## config.mk

```make
export PLATFORM = sky130hd
export DESIGN_NAME = fast_mul
export DESIGN_NICKNAME = d
export VERILOG_FILES = /design/src/hw/md_pkg.sv /design/src/hw/mac_ctrl_if.sv /design/src/hw/fast_mul.sv /design/src/hw/mul_mac_unit.sv /design/src/hw/mul_sequencer.sv
export SDC_FILE = /design/constraint.sdc
export NUM_CORES = 1
export LEC_CHECK = 0
export ABC_AREA = 1
export ABC_CLOCK_PERIOD_IN_PS = 11850
export BUFFER_PORTS_ARGS = -buffer_cell sky130_fd_sc_hd__buf_2
export CAP_MARGIN = 20
export CELL_PAD_IN_SITES_DETAIL_PLACEMENT = 0
export CELL_PAD_IN_SITES_GLOBAL_PLACEMENT = 1
export CORE_MARGIN = 5
export CORE_UTILIZATION = 50
export CTS_CLUSTER_DIAMETER = 100
export DETAILED_ROUTE_END_ITERATION = 12
export GPL_TIMING_DRIVEN = 0
export PLACE_DENSITY_LB_ADDON = 0.2
export SYNTH_ARGS = -nofsm -noshare
export SYNTH_HDL_FRONTEND = slang
export SYNTH_SLANG_ARGS = --single-unit
```

## constraint.sdc

```tcl
create_clock -name clk_i -period 11.85 [get_ports clk_i]
set_input_delay 1.185 -clock clk_i [delete_from_list [all_inputs] [get_ports clk_i]]
set_output_delay 1.185 -clock clk_i [all_outputs]
set_load 0.1 [all_outputs]
```

## src/hw/md_pkg.sv

```systemverilog
// Shared definitions for the iterative 32-bit multiplier
// Operation and sequencer state encodings plus the datapath widths
package md_pkg;

  // Operand and result width
  localparam int unsigned DataWidth = 32;

  // Half-word fed to the 17x17 signed multiplier
  localparam int unsigned HalfWidth = DataWidth / 2;

  // Partial sum with two guard bits on top
  localparam int unsigned AccWidth = DataWidth + 2;

  // Requested product word
  typedef enum logic {
    MD_OP_MULL,
    MD_OP_MULH
  } md_op_e;

  // One state per partial product, named after the half-words in use
  typedef enum logic [1:0] {
    ALBL,
    ALBH,
    AHBL,
    AHBH
  } mul_state_e;

endpackage
```

## src/hw/mac_ctrl_if.sv

```systemverilog
`timescale 1ns/1ps
// MAC control bundle between the multiplier sequencer and the MAC unit
// Carries the current partial product, the capture strobe and the operand signs

interface mac_ctrl_if;

  import md_pkg::*;

  // Partial product worked on this cycle
  mul_state_e state;

  // Accumulator capture strobe, low while the result is held
  logic       step_en;

  // Requested product word
  md_op_e     op;

  // Effective signs of the half-words in use
  logic       sign_a;
  logic       sign_b;

  modport seq (
    output state,
    output step_en,
    output op,
    output sign_a,
    output sign_b
  );

  modport mac (
    input state,
    input step_en,
    input op,
    input sign_a,
    input sign_b
  );

endinterface

```

## src/hw/fast_mul.sv

```systemverilog
`timescale 1ns/1ps
// Iterative 32-bit integer multiplier
// MULL in three cycles and MULH in four on one shared 17x17 MAC

module fast_mul (
  input  logic                         clk_i,
  input  logic                         rst_ni,
  input  logic                         mult_en_i,
  input  md_pkg::md_op_e               operator_i,
  input  logic [1:0]                   signed_mode_i,
  input  logic [md_pkg::DataWidth-1:0] op_a_i,
  input  logic [md_pkg::DataWidth-1:0] op_b_i,
  input  logic                         ready_i,
  output logic [md_pkg::DataWidth-1:0] result_o,
  output logic                         valid_o
);

  import md_pkg::*;

  // Sequencer to MAC control
  mac_ctrl_if ctrl_if ();

  // Operand sign bits feed the per-state sign selection
  mul_sequencer u_seq (
    .clk_i         (clk_i),
    .rst_ni        (rst_ni),
    .mult_en_i     (mult_en_i),
    .operator_i    (operator_i),
    .signed_mode_i (signed_mode_i),
    .op_a_msb_i    (op_a_i[DataWidth-1]),
    .op_b_msb_i    (op_b_i[DataWidth-1]),
    .ready_i       (ready_i),
    .ctrl          (ctrl_if.seq),
    .valid_o       (valid_o)
  );

  mul_mac_unit u_mac (
    .clk_i         (clk_i),
    .rst_ni        (rst_ni),
    .op_a_i        (op_a_i),
    .op_b_i        (op_b_i),
    .signed_mode_i (signed_mode_i),
    .ctrl          (ctrl_if.mac),
    .result_o      (result_o)
  );

endmodule

```

## src/hw/mul_mac_unit.sv

```systemverilog
`timescale 1ns/1ps
// Multiply-accumulate datapath of the iterative multiplier
// One 17x17 signed product per cycle plus an addend taken from the accumulator,
// with low-word packing for MULL

module mul_mac_unit (
  input  logic                         clk_i,
  input  logic                         rst_ni,
  input  logic [md_pkg::DataWidth-1:0] op_a_i,
  input  logic [md_pkg::DataWidth-1:0] op_b_i,
  input  logic [1:0]                   signed_mode_i,
  mac_ctrl_if.mac                      ctrl,
  output logic [md_pkg::DataWidth-1:0] result_o
);

  import md_pkg::*;

  logic [HalfWidth-1:0]     mult_op_a;
  logic [HalfWidth-1:0]     mult_op_b;
  logic                     a_high;
  logic                     b_high;
  logic                     signed_mult;
  logic [AccWidth-1:0]      acc_q;
  logic [AccWidth-1:0]      acc_d;
  logic [AccWidth-1:0]      acc_shr;
  logic [AccWidth-1:0]      acc_shr_ext;
  logic [AccWidth-1:0]      low_packed;
  logic [AccWidth-1:0]      addend;
  logic signed [AccWidth:0] mac_sum;
  logic [AccWidth-1:0]      mac_res;

  // Half-word selection
  assign a_high = (ctrl.state == AHBL) || (ctrl.state == AHBH);
  assign b_high = (ctrl.state == ALBH) || (ctrl.state == AHBH);

  assign mult_op_a = a_high ? op_a_i[HalfWidth +: HalfWidth] : op_a_i[0 +: HalfWidth];
  assign mult_op_b = b_high ? op_b_i[HalfWidth +: HalfWidth] : op_b_i[0 +: HalfWidth];

  assign signed_mult = (signed_mode_i != 2'b00);

  // Upper 16 bits of the stored low word, always a positive carry-in
  assign acc_shr = {{(AccWidth - HalfWidth){1'b0}}, acc_q[DataWidth-1:HalfWidth]};

  // Accumulator shifted down by a half-word, extended for the final product
  assign acc_shr_ext = {{HalfWidth{signed_mult & acc_q[AccWidth-1]}},
                        acc_q[AccWidth-1:HalfWidth]};

  // The two top bits of the sum always agree, so bit AccWidth is dropped
  assign mac_sum = $signed({ctrl.sign_a, mult_op_a}) * $signed({ctrl.sign_b, mult_op_b}) +
                   $signed(addend);
  assign mac_res = mac_sum[AccWidth-1:0];

  // New low half-word above the stored one
  assign low_packed = {{(AccWidth - DataWidth){1'b0}}, mac_res[HalfWidth-1:0],
                       acc_q[HalfWidth-1:0]};

  always_comb begin
    addend = '0;
    acc_d  = mac_res;
    case (ctrl.state)
      ALBL: begin
        addend = '0;
      end
      ALBH: begin
        addend = acc_shr;
        if (ctrl.op == MD_OP_MULL) begin
          acc_d = low_packed;
        end
      end
      AHBL: begin
        // MULH keeps the full sum, both cross products share a weight
        if (ctrl.op == MD_OP_MULL) begin
          addend = acc_shr;
          acc_d  = low_packed;
        end else begin
          addend = acc_q;
        end
      end
      AHBH: begin
        addend = acc_shr_ext;
      end
      default: begin
        addend = '0;
      end
    endcase
  end

  always_ff @(posedge clk_i or negedge rst_ni) begin
    if (!rst_ni) begin
      acc_q <= '0;
    end else if (ctrl.step_en) begin
      acc_q <= acc_d;
    end
  end

  // Result is the value about to be captured
  assign result_o = acc_d[DataWidth-1:0];

endmodule

```

## src/hw/mul_sequencer.sv

```systemverilog
`timescale 1ns/1ps
// Multiplier sequencer
// Steps through the four partial products, raises valid on the last one
// and freezes while the consumer is not ready

module mul_sequencer (
  input  logic           clk_i,
  input  logic           rst_ni,
  input  logic           mult_en_i,
  input  md_pkg::md_op_e operator_i,
  input  logic [1:0]     signed_mode_i,
  input  logic           op_a_msb_i,
  input  logic           op_b_msb_i,
  input  logic           ready_i,
  mac_ctrl_if.seq        ctrl,
  output logic           valid_o
);

  import md_pkg::*;

  mul_state_e state_q;
  mul_state_e state_d;
  logic       last_state;
  logic       hold;
  logic       step_en;
  logic       a_high;
  logic       b_high;
  logic       sign_a_op;
  logic       sign_b_op;

  // MULL finishes after three partial products, MULH after four
  assign last_state = (state_q == AHBH) ||
                      ((state_q == AHBL) && (operator_i == MD_OP_MULL));

  assign valid_o = mult_en_i & last_state;

  // Result waits for the consumer
  assign hold = valid_o & ~ready_i;

  assign step_en = mult_en_i & ~hold;

  // Next partial product
  always_comb begin
    state_d = state_q;
    case (state_q)
      ALBL: begin
        state_d = ALBH;
      end
      ALBH: begin
        state_d = AHBL;
      end
      AHBL: begin
        if (operator_i == MD_OP_MULL) begin
          state_d = ALBL;
        end else begin
          state_d = AHBH;
        end
      end
      AHBH: begin
        state_d = ALBL;
      end
      default: begin
        state_d = ALBL;
      end
    endcase
  end

  // State moves only on enabled cycles that are not held
  always_ff @(posedge clk_i or negedge rst_ni) begin
    if (!rst_ni) begin
      state_q <= ALBL;
    end else if (step_en) begin
      state_q <= state_d;
    end
  end

  // Which operand halves are in use this cycle
  assign a_high = (state_q == AHBL) || (state_q == AHBH);
  assign b_high = (state_q == ALBH) || (state_q == AHBH);

  // Operand signs as requested by the instruction
  assign sign_a_op = signed_mode_i[0] & op_a_msb_i;
  assign sign_b_op = signed_mode_i[1] & op_b_msb_i;

  // Low halves are always unsigned, so a sign only applies to an upper half
  assign ctrl.sign_a  = a_high & sign_a_op;
  assign ctrl.sign_b  = b_high & sign_b_op;

  assign ctrl.state   = state_q;
  assign ctrl.step_en = step_en;
  assign ctrl.op      = operator_i;

endmodule

```

# Yosys cells after proc, flatten, opt, wreduce, memory -nomap -nowiden
# Cells that the tools add are included.
# classes
n_addsub	1
multipliers	1
n_eq_ne	3
muxes	8
n_bitwise	11
reduce_logical	7
# op_table
op	n
34-bit case mux with 4 select lines	1
34-bit two-way mux	3
34-bit adder	1
17-bit by 17-bit multiplier with 34-bit output	1
16-bit two-way mux	2
1-bit bitwise AND	8
2-bit case mux with 4 select lines	1
2-bit equality test, second input constant	2
1-bit logical OR	3
1-bit inverter	3
2-bit by 1-bit equality test with 1-bit output, second input constant	1
2-bit zero test	1
2-bit two-way mux	1
2-bit nonzero test	1
2-bit OR reduction	1
1-bit logical AND	1
# word_totals
regBits	36
output_inout_bits	33

# Logic depth before layout (Yosys ltp)
# Gate-level depths: netlist of the first run.
# depth
depth_word	7
depth_mapped	36
mapped_depth_nobuf	35

# By module
# From an unflattened synthesis of the first run, not the netlist that was laid out.
# hier_totals
hier_cells	2184
hier_area_um2	16230.6
# modules_own_cells
module	n_inst	cells_each	area_per_inst_um2
mul_mac_unit	1	2161	16079.2
mul_sequencer	1	23	151.4

# Least setup slack after synthesis of the first run
# No wires, ideal clock.
# synth_timing
path_type	in2out
startpoint	in op_a_i[31] (netlist name)
endpoint	out result_o[21] (netlist name)
arrival_time_ns	7.721
setup_slack_ns	2.944
cell_stages	27
n_path_buf	2
path_cell_list	inv_1 nor3_4 inv_1 clkbuf_1 nor2_1 fa_1 fa_1 fa_1 inv_1 fa_1 inv_1 fa_1 inv_1 fa_1 inv_1 ha_1 nand2_1 inv_1 nand2_1 nand2_1 a21oi_1 nand2_1 nand2_1 nand3_1 nand3_1 and2_1 buf_4
# synth_between
elab_chain_len	6
word_cells_on_any_way	7
classes_between	add/sub: 1; mul: 1; mux: 3; bitwise: 2
# synth_lines
element	line_no	text
start, declared	fast_mul.sv:11	input logic [md_pkg::DataWidth-1:0] op_a_i,
1-bit bitwise AND	mul_sequencer.sv:82	assign sign_a_op = signed_mode_i[0] & op_a_msb_i;
1-bit bitwise AND	mul_sequencer.sv:86	assign ctrl.sign_a = a_high & sign_a_op;
17-bit by 17-bit multiplier with 34-bit output (*)	mul_mac_unit.sv:49	assign mac_sum = $signed({ctrl.sign_a, mult_op_a}) * $signed({ctrl.sign_b, mult_op_b}) +
34-bit adder (*)	mul_mac_unit.sv:49	
34-bit two-way mux	mul_mac_unit.sv:66, mul_mac_unit.sv:72	
34-bit two-way mux (*)	-	
end, declared	fast_mul.sv:14	output logic [md_pkg::DataWidth-1:0] result_o,
# Mark *: on every way between the ends. The rest lies on a longest branch, timed or not.

# Worst setup path after layout of the first run
# layout_timing
startpoint	reg u_seq.state_q[0], in the netlist u_seq.ctrl.state[0]
endpoint	out result_o[25] (netlist name)
# layout_between
elab_chain_len	7
word_cells_on_any_way	16
classes_between	add/sub: 1; mul: 1; eq/ne: 3; mux: 5; bitwise: 2; reduce/logical: 4
# layout_lines
element	line_no	text
start, declared	mul_sequencer.sv:21	mul_state_e state_q;
start signal, assigned	mul_sequencer.sv:73	state_q <= state_d;
2-bit equality test (tied with other cells)	mul_mac_unit.sv:33, mul_mac_unit.sv:60, mul_sequencer.sv:78	
1-bit logical OR, on equally long branches	-	
16-bit two-way mux (tied with other cells)	mul_mac_unit.sv:36	assign mult_op_a = a_high ? op_a_i[HalfWidth +: HalfWidth] : op_a_i[0 +: HalfWidth];
17-bit by 17-bit multiplier with 34-bit output	mul_mac_unit.sv:49	
34-bit adder	mul_mac_unit.sv:49	
34-bit two-way mux	mul_mac_unit.sv:66, mul_mac_unit.sv:72	
34-bit two-way mux (*)	-	
# Marked as above.

==> run summary, run 1 <==
grt total ovfl = 0
Worst slew margin = 37.1%
layout cells sized above 1 = 9.87%
minimum clock period = 9900 ps
Root Driver = clkbuf_16
largest net degree at the start of global routing = 37
status = complete, no violations
Hold Startpoint = u_mac.acc_q[29]$_DFFE_PN0P_
CTS Hold Bufs = 0
antenna violations before repair = 0
setup TNS = 0 ps
Area Growth Syn to Fin = 7.67%
CP Class = register to primary output
Layout fillers = 3224
R2R Path Start = u_seq.ctrl.state[0]$_DFFE_PN0P_
TritonCTS clock tree = built
drt first-iter violations = 821
Post-synth EDFFs = 0
vias in the first global route = 13900
Final ANT Viol Nets = 0
CTS H-tree depth = 2
CTS Buf Count = 5
Worst Path Required = 10670 ps
post-synthesis register bit count = 36
first drt pass iteration count = 5
total setup buffers inserted after CTS = 0
Primary FF master, synth = dfrtp_1
number of synthesis warnings = 0
drt via density = 5.14
area of the core = 0.0317 sq mm
syn_nets = 2693
worst min path class = register to register
final net count = 2805
clock-pin slew on the worst setup and hold paths = 60 ps
IO Count = 104
register area share after synthesis = 5.59%
buffer and inverter count on the worst path = 10
DP Wirelength = 45000 microns
Worst Skew = 6.34 ps
Rows = 65
Max Cap Viol = 0
gpl congestion = 0.943
GRT Total Usage = 28.8%
first-pass GRT wire length = 78600 microns
clock sinks = 36
crit path DAT = 8710 ps
Die W = 190 microns
Setup crit start kind = register
unrepaired setup endpoints after global routing = no
period utilisation layout = 83.5%
Die Area = 0.0359 sq mm
CP max stage delay = 760 ps
clk buf depth = 2
Syn Area/Cell = 7.40 sq um
crit path launch = u_seq.ctrl.state[0]$_DFFE_PN0P_
final hold vios = 0
Vias = 13800
maximum fanout along the worst path = 10
Fmax = 0.101 GHz
routed wire length = 50800 microns
average wire per standard cell = 18.9 microns
clk_lat worst skew = 290 ps
Mapped Area = 0.0161 sq mm
Initial Utilization = 50.8%
CP endpoint kind = primary output
Slew @ Worst Pin = 944 ps
setup violators final = 0
Post-synth ARST share = 100%
DIE HEIGHT = 190 microns
Register Area = 901 sq um
Critical-path top delay cell = fa_1
IO Port Bufs = 103
fin. max-slew vios = 0
CTS resizes = 0
number of distinct library cells after synthesis = 39
Synth Instances = 2177
CP dominant cell by count = inv_1
antenna cells = 0
CP delay by family, top = adder cells
multi-input logic area = 0.0123 sq mm
# DRC = 0
## stage by stage
step / setup WS (ps) / std cells / util, % / hold slack [ps] / cell area, sq um
after global routing: 1470 / 2692 / 54.7 / 539 / 17300
final: 1950 / 2692 / 54.7 / 509 / 17300
after global placement: 1160 / 2682 / 54.0 / 498 / 17100
after floorplan: 2940 / 2177 / - / 471 / 16100
after detailed placement: 2220 / 2684 / 54.1 / 497 / 17200
after CTS: 1950 / 2692 / 54.7 / 513 / 17300
## placed cells by master, fill, tap and decap left out, types with 2 or more instances in the layout
cell	Yosys	final
o21a_1	6	6
xnor2_1	7	7
and2_1	9	9
nand2_2	2	2
nand3_1	60	60
nor2_2	3	5
o21ai_1	10	10
buf_1	3	3
o21ai_2	19	19
nand4_1	9	9
o21ai_0	43	43
inv_2	12	12
xor2_1	8	8
nand2_1	527	527
ha_1	106	106
or2_2	3	3
a21oi_1	54	54
buf_4	35	35
fa_1	339	339
o21bai_1	3	3
clkbuf_1	15	15
nor2_1	197	195
dfrtp_1	36	36
nand3b_1	2	2
inv_1	623	623
clkbuf_16	0	5
nor3_1	4	4
buf_8	0	2
buf_2	30	133
clkbuf_8	0	2
## worst paths after layout
| check | endpoint | slack (ps) | depth (start not counted) |
|---|---|---|---|
| worst max-delay path | result_o[25] | 1950 | 29 |
| worst min-delay path | u_mac.acc_q[29]$_DFFE_PN0P_ | 510 | 2 |
| worst max register to register | u_mac.acc_q[33]$_DFFE_PN0P_ | 3670 | 30 |
| worst min register to register | u_mac.acc_q[29]$_DFFE_PN0P_ | 510 | 2 |
| max in group asynchronous | u_mac.acc_q[0]$_DFFE_PN0P_ | 10210 | 1 |
| min in group asynchronous | u_mac.acc_q[14]$_DFFE_PN0P_ | 1040 | 1 |
## layout make-up
class,instances,area share [%]
tap,402,2.90
sequential,36,5.19
clock buffer,7,0.880
multi-input combinational,1422,71.2
buffer,83,2.77
inverter,636,13.8
timing repair buffer,105,3.14
clock inverter,1,0.173
## routing by layer
| metal | share of wire, % | up-vias | global-route usage [%] |
|---|---|---|---|
| li1 | - | 6397 | - |
| met1 | 42 | 6900 | 40.3 |
| met2 | 47 | 451 | 46.6 |
| met3 | 7.5 | 82 | 5.01 |
| met4 | 3.2 | 0 | 7.99 |
| met5 | 0 | - | 0 |
## flip-flops by register name (all words and copies together) (netlist names)
signal / count
u_seq.ctrl.state: 2
u_mac.acc_q: 34
## cells in the mapped netlist (4+ instances only)
master / n / share of area, %
buf_2: 30 / 0.93
o21ai_0: 43 / 1.3
xor2_1: 8 / 0.43
buf_4: 35 / 1.6
clkbuf_1: 15 / 0.35
nand2_1: 527 / 12
o21ai_1: 10 / 0.31
nand4_1: 9 / 0.35
inv_2: 12 / 0.28
fa_1: 339 / 42
nor3_1: 4 / 0.12
nor2_1: 197 / 4.6
o21a_1: 6 / 0.28
ha_1: 106 / 8.2
a21oi_1: 54 / 1.7
dfrtp_1: 36 / 5.6
o21ai_2: 19 / 1.0
xnor2_1: 7 / 0.38
inv_1: 623 / 15
nand3_1: 60 / 1.9
and2_1: 9 / 0.35
## worst reg2reg max path, delay by kind of cell, from the launching register on
kind / cells / cell delay [ps]
compound gates: 2 / 430
flops: 1 / 390
fa+ha+maj: 8 / 4070
buf+inv: 9 / 1370
simple gates: 11 / 1780
## cells by family after synthesis
family | share of synthesized area, %
AND/OR/NAND/NOR | 20.4
adder cells (fa/ha/maj) | 50.4
AO/OA/AOI/OAI | 5.07
buffers and inverters | 17.8
flip-flops | 5.59
XOR/XNOR | 0.815
Power of run 1 is left out: the tool's default activity adds up to more than one toggle a clock period on the data nets, which glitch-free logic cannot reach.
==> run 2: changes to the inputs <==
- ABC_CLOCK_PERIOD_IN_PS: 11850 -> 10180
- CORE_UTILIZATION: 50 -> 48
- clock period: 11.85 -> 10.18 ns (I/O delays scaled with it)
==> run summary, run 2 (synthesized netlist as in run 1, its figures left out) <==
antenna cells = 0
Min Hold Slack = 515 ps
CP max stage delay = 740 ps
flop2flop setup slack = 2220 ps
minimum clock period = 9620 ps
CP endpoint kind = primary output
clock-pin slew on the worst setup and hold paths = 60 ps
average wire per standard cell = 18.4 microns
status = complete, no violations
Vias = 13700
crit path DAT = 8600 ps
Worst slew margin = 41.2%
worst min path class = register to register
drt first-iter violations = 824
Root Driver = clkbuf_16
Max Cap Viol = 0
largest net degree at the start of global routing = 37
drt via density = 4.99
Die Area = 0.0373 sq mm
CTS H-tree depth = 2
Die W = 193 microns
CP Class = register to primary output
most frequent cells in the layout = inv_1 (623), nand2_1 (527), fa_1 (339), nor2_1 (195), buf_2 (133)
Setup crit start kind = register
DP Wirelength = 45100 microns
Fmax = 0.104 GHz
gpl congestion = 0.956
routed wire length = 50300 microns
# DRC = 0
Worst Skew = 6.11 ps
antenna violations before repair = 1
final net count = 2805
area of the core = 0.0334 sq mm
first-pass GRT wire length = 80100 microns
Final ANT Viol Nets = 0
Rows = 67
period utilisation layout = 94.5%
most common cell after layout, fill and taps aside = inv_1
clock sinks = 36
DIE HEIGHT = 193 microns
unrepaired setup endpoints after global routing = no
GRT Total Usage = 27.1%
clk_lat worst skew = 290 ps
R2R cell count = 27
grt total ovfl = 0
R2R Path Start = u_seq.ctrl.state[0]$_DFFE_PN0P_
Worst Path Required = 9160 ps
final hold vios = 0
vias in the first global route = 14300
Area Growth Syn to Fin = 7.85%
CTS Buf Count = 5
max reg flops = 34
fin. max-slew vios = 0
Initial Utilization = 48.3%
Critical-path top delay cell = fa_1
hold depth = 2
maximum fanout along the worst path = 10
Hold Path Sink = u_mac.acc_q[33]$_DFFE_PN0P_
layout cells sized above 1 = 9.87%
setup violators final = 0
TritonCTS clock tree = built
IO Count = 104
clk buf depth = 2
IO Port Bufs = 103
RR Endpoint = u_mac.acc_q[33]$_DFFE_PN0P_
Top reg by flops = u_mac.acc_q
first drt pass iteration count = 6
Hold Startpoint = u_mac.acc_q[33]$_DFFE_PN0P_
Slew @ Worst Pin = 882 ps
run 2: cell types whose count changed in the layout (fill, tap and decap cells not counted), sizes merged:
cell | before | now
clkbuf | 22 | 21
bufinv | 1 | 0
clkinv | 1 | 3
run 2: area by class of cell:
| class | count | area (sq um) |
|---|---|---|
| well taps | 448 | 561 |
| plain buffers | 83 | 480 |
| clock inverters | 2 | 10.0 |
| repair buffers | 105 | 546 |
| inverters | 636 | 2390 |
| multi-input cells | 1422 | 12400 |
| fillers | 3457 | 16000 |
| clock buffers | 6 | 139 |
| flip-flops and latches | 36 | 901 |
run 2: worst max-delay path by stage:
stage	startpoint	to	cells past startpoint
final	u_seq.ctrl.state[0]$_DFFE_PN0P_	result_o[25]	28
after global routing	u_seq.ctrl.state[0]$_DFFE_PN0P_	result_o[25]	28
after CTS	u_seq.ctrl.state[0]$_DFFE_PN0P_	result_o[25]	29
after detailed placement	u_seq.ctrl.state[0]$_DFFE_PN0P_	result_o[25]	29
after global placement	op_a_i[31]	result_o[21]	29
after floorplan	op_a_i[31]	result_o[21]	27
run 2: critical path: cells and delay by family (launching register included):
kind                     cells  cell delay [ps]
buffers and inverters        9             1710
adder cells (fa/ha/maj)      8             4150
AND/OR/NAND/NOR             10             1860
AO/OA/AOI/OAI                1              170
flip-flops                   1              410
run 2: metrics by stage:
| stage | instance area (sq um) | util (%) | setup WS, ps | TNS [ps] | std cells |
|---|---|---|---|---|---|
| 4_1_cts | 17400 | 52.1 | 367 | 0 | 2738 |
| 5_1_grt | 17400 | 52.1 | 119 | 0 | 2738 |
| 3_5_place_dp | 17200 | 51.6 | 706 | 0 | 2730 |
| 6_report | 17400 | 52.1 | 563 | 0 | 2738 |
| 2_1_floorplan | 16100 | - | 1610 | 0 | 2177 |
| 3_3_place_gp | 17200 | 51.5 | -155 | -155 | 2728 |
run 2: repair_timing:
action / 4_1_cts / 5_1_grt
resized for setup: 0 / 1
hold buffers: 0 / 0
setup endpoints to repair: 0 / 1
buffers inserted: 0 / 0
run 2: per-layer routing:
metal / GRT usage (%) / part of all wire, % / vias to the layer above
met5: 0 / 0 / -
met4: 6.53 / 3.1 / 0
met3: 4.09 / 6.6 / 85
met2: 44.5 / 47 / 441
met1: 38.2 / 43 / 6747
li1: - / - / 6401
Power of run 2 is left out for the same reason.
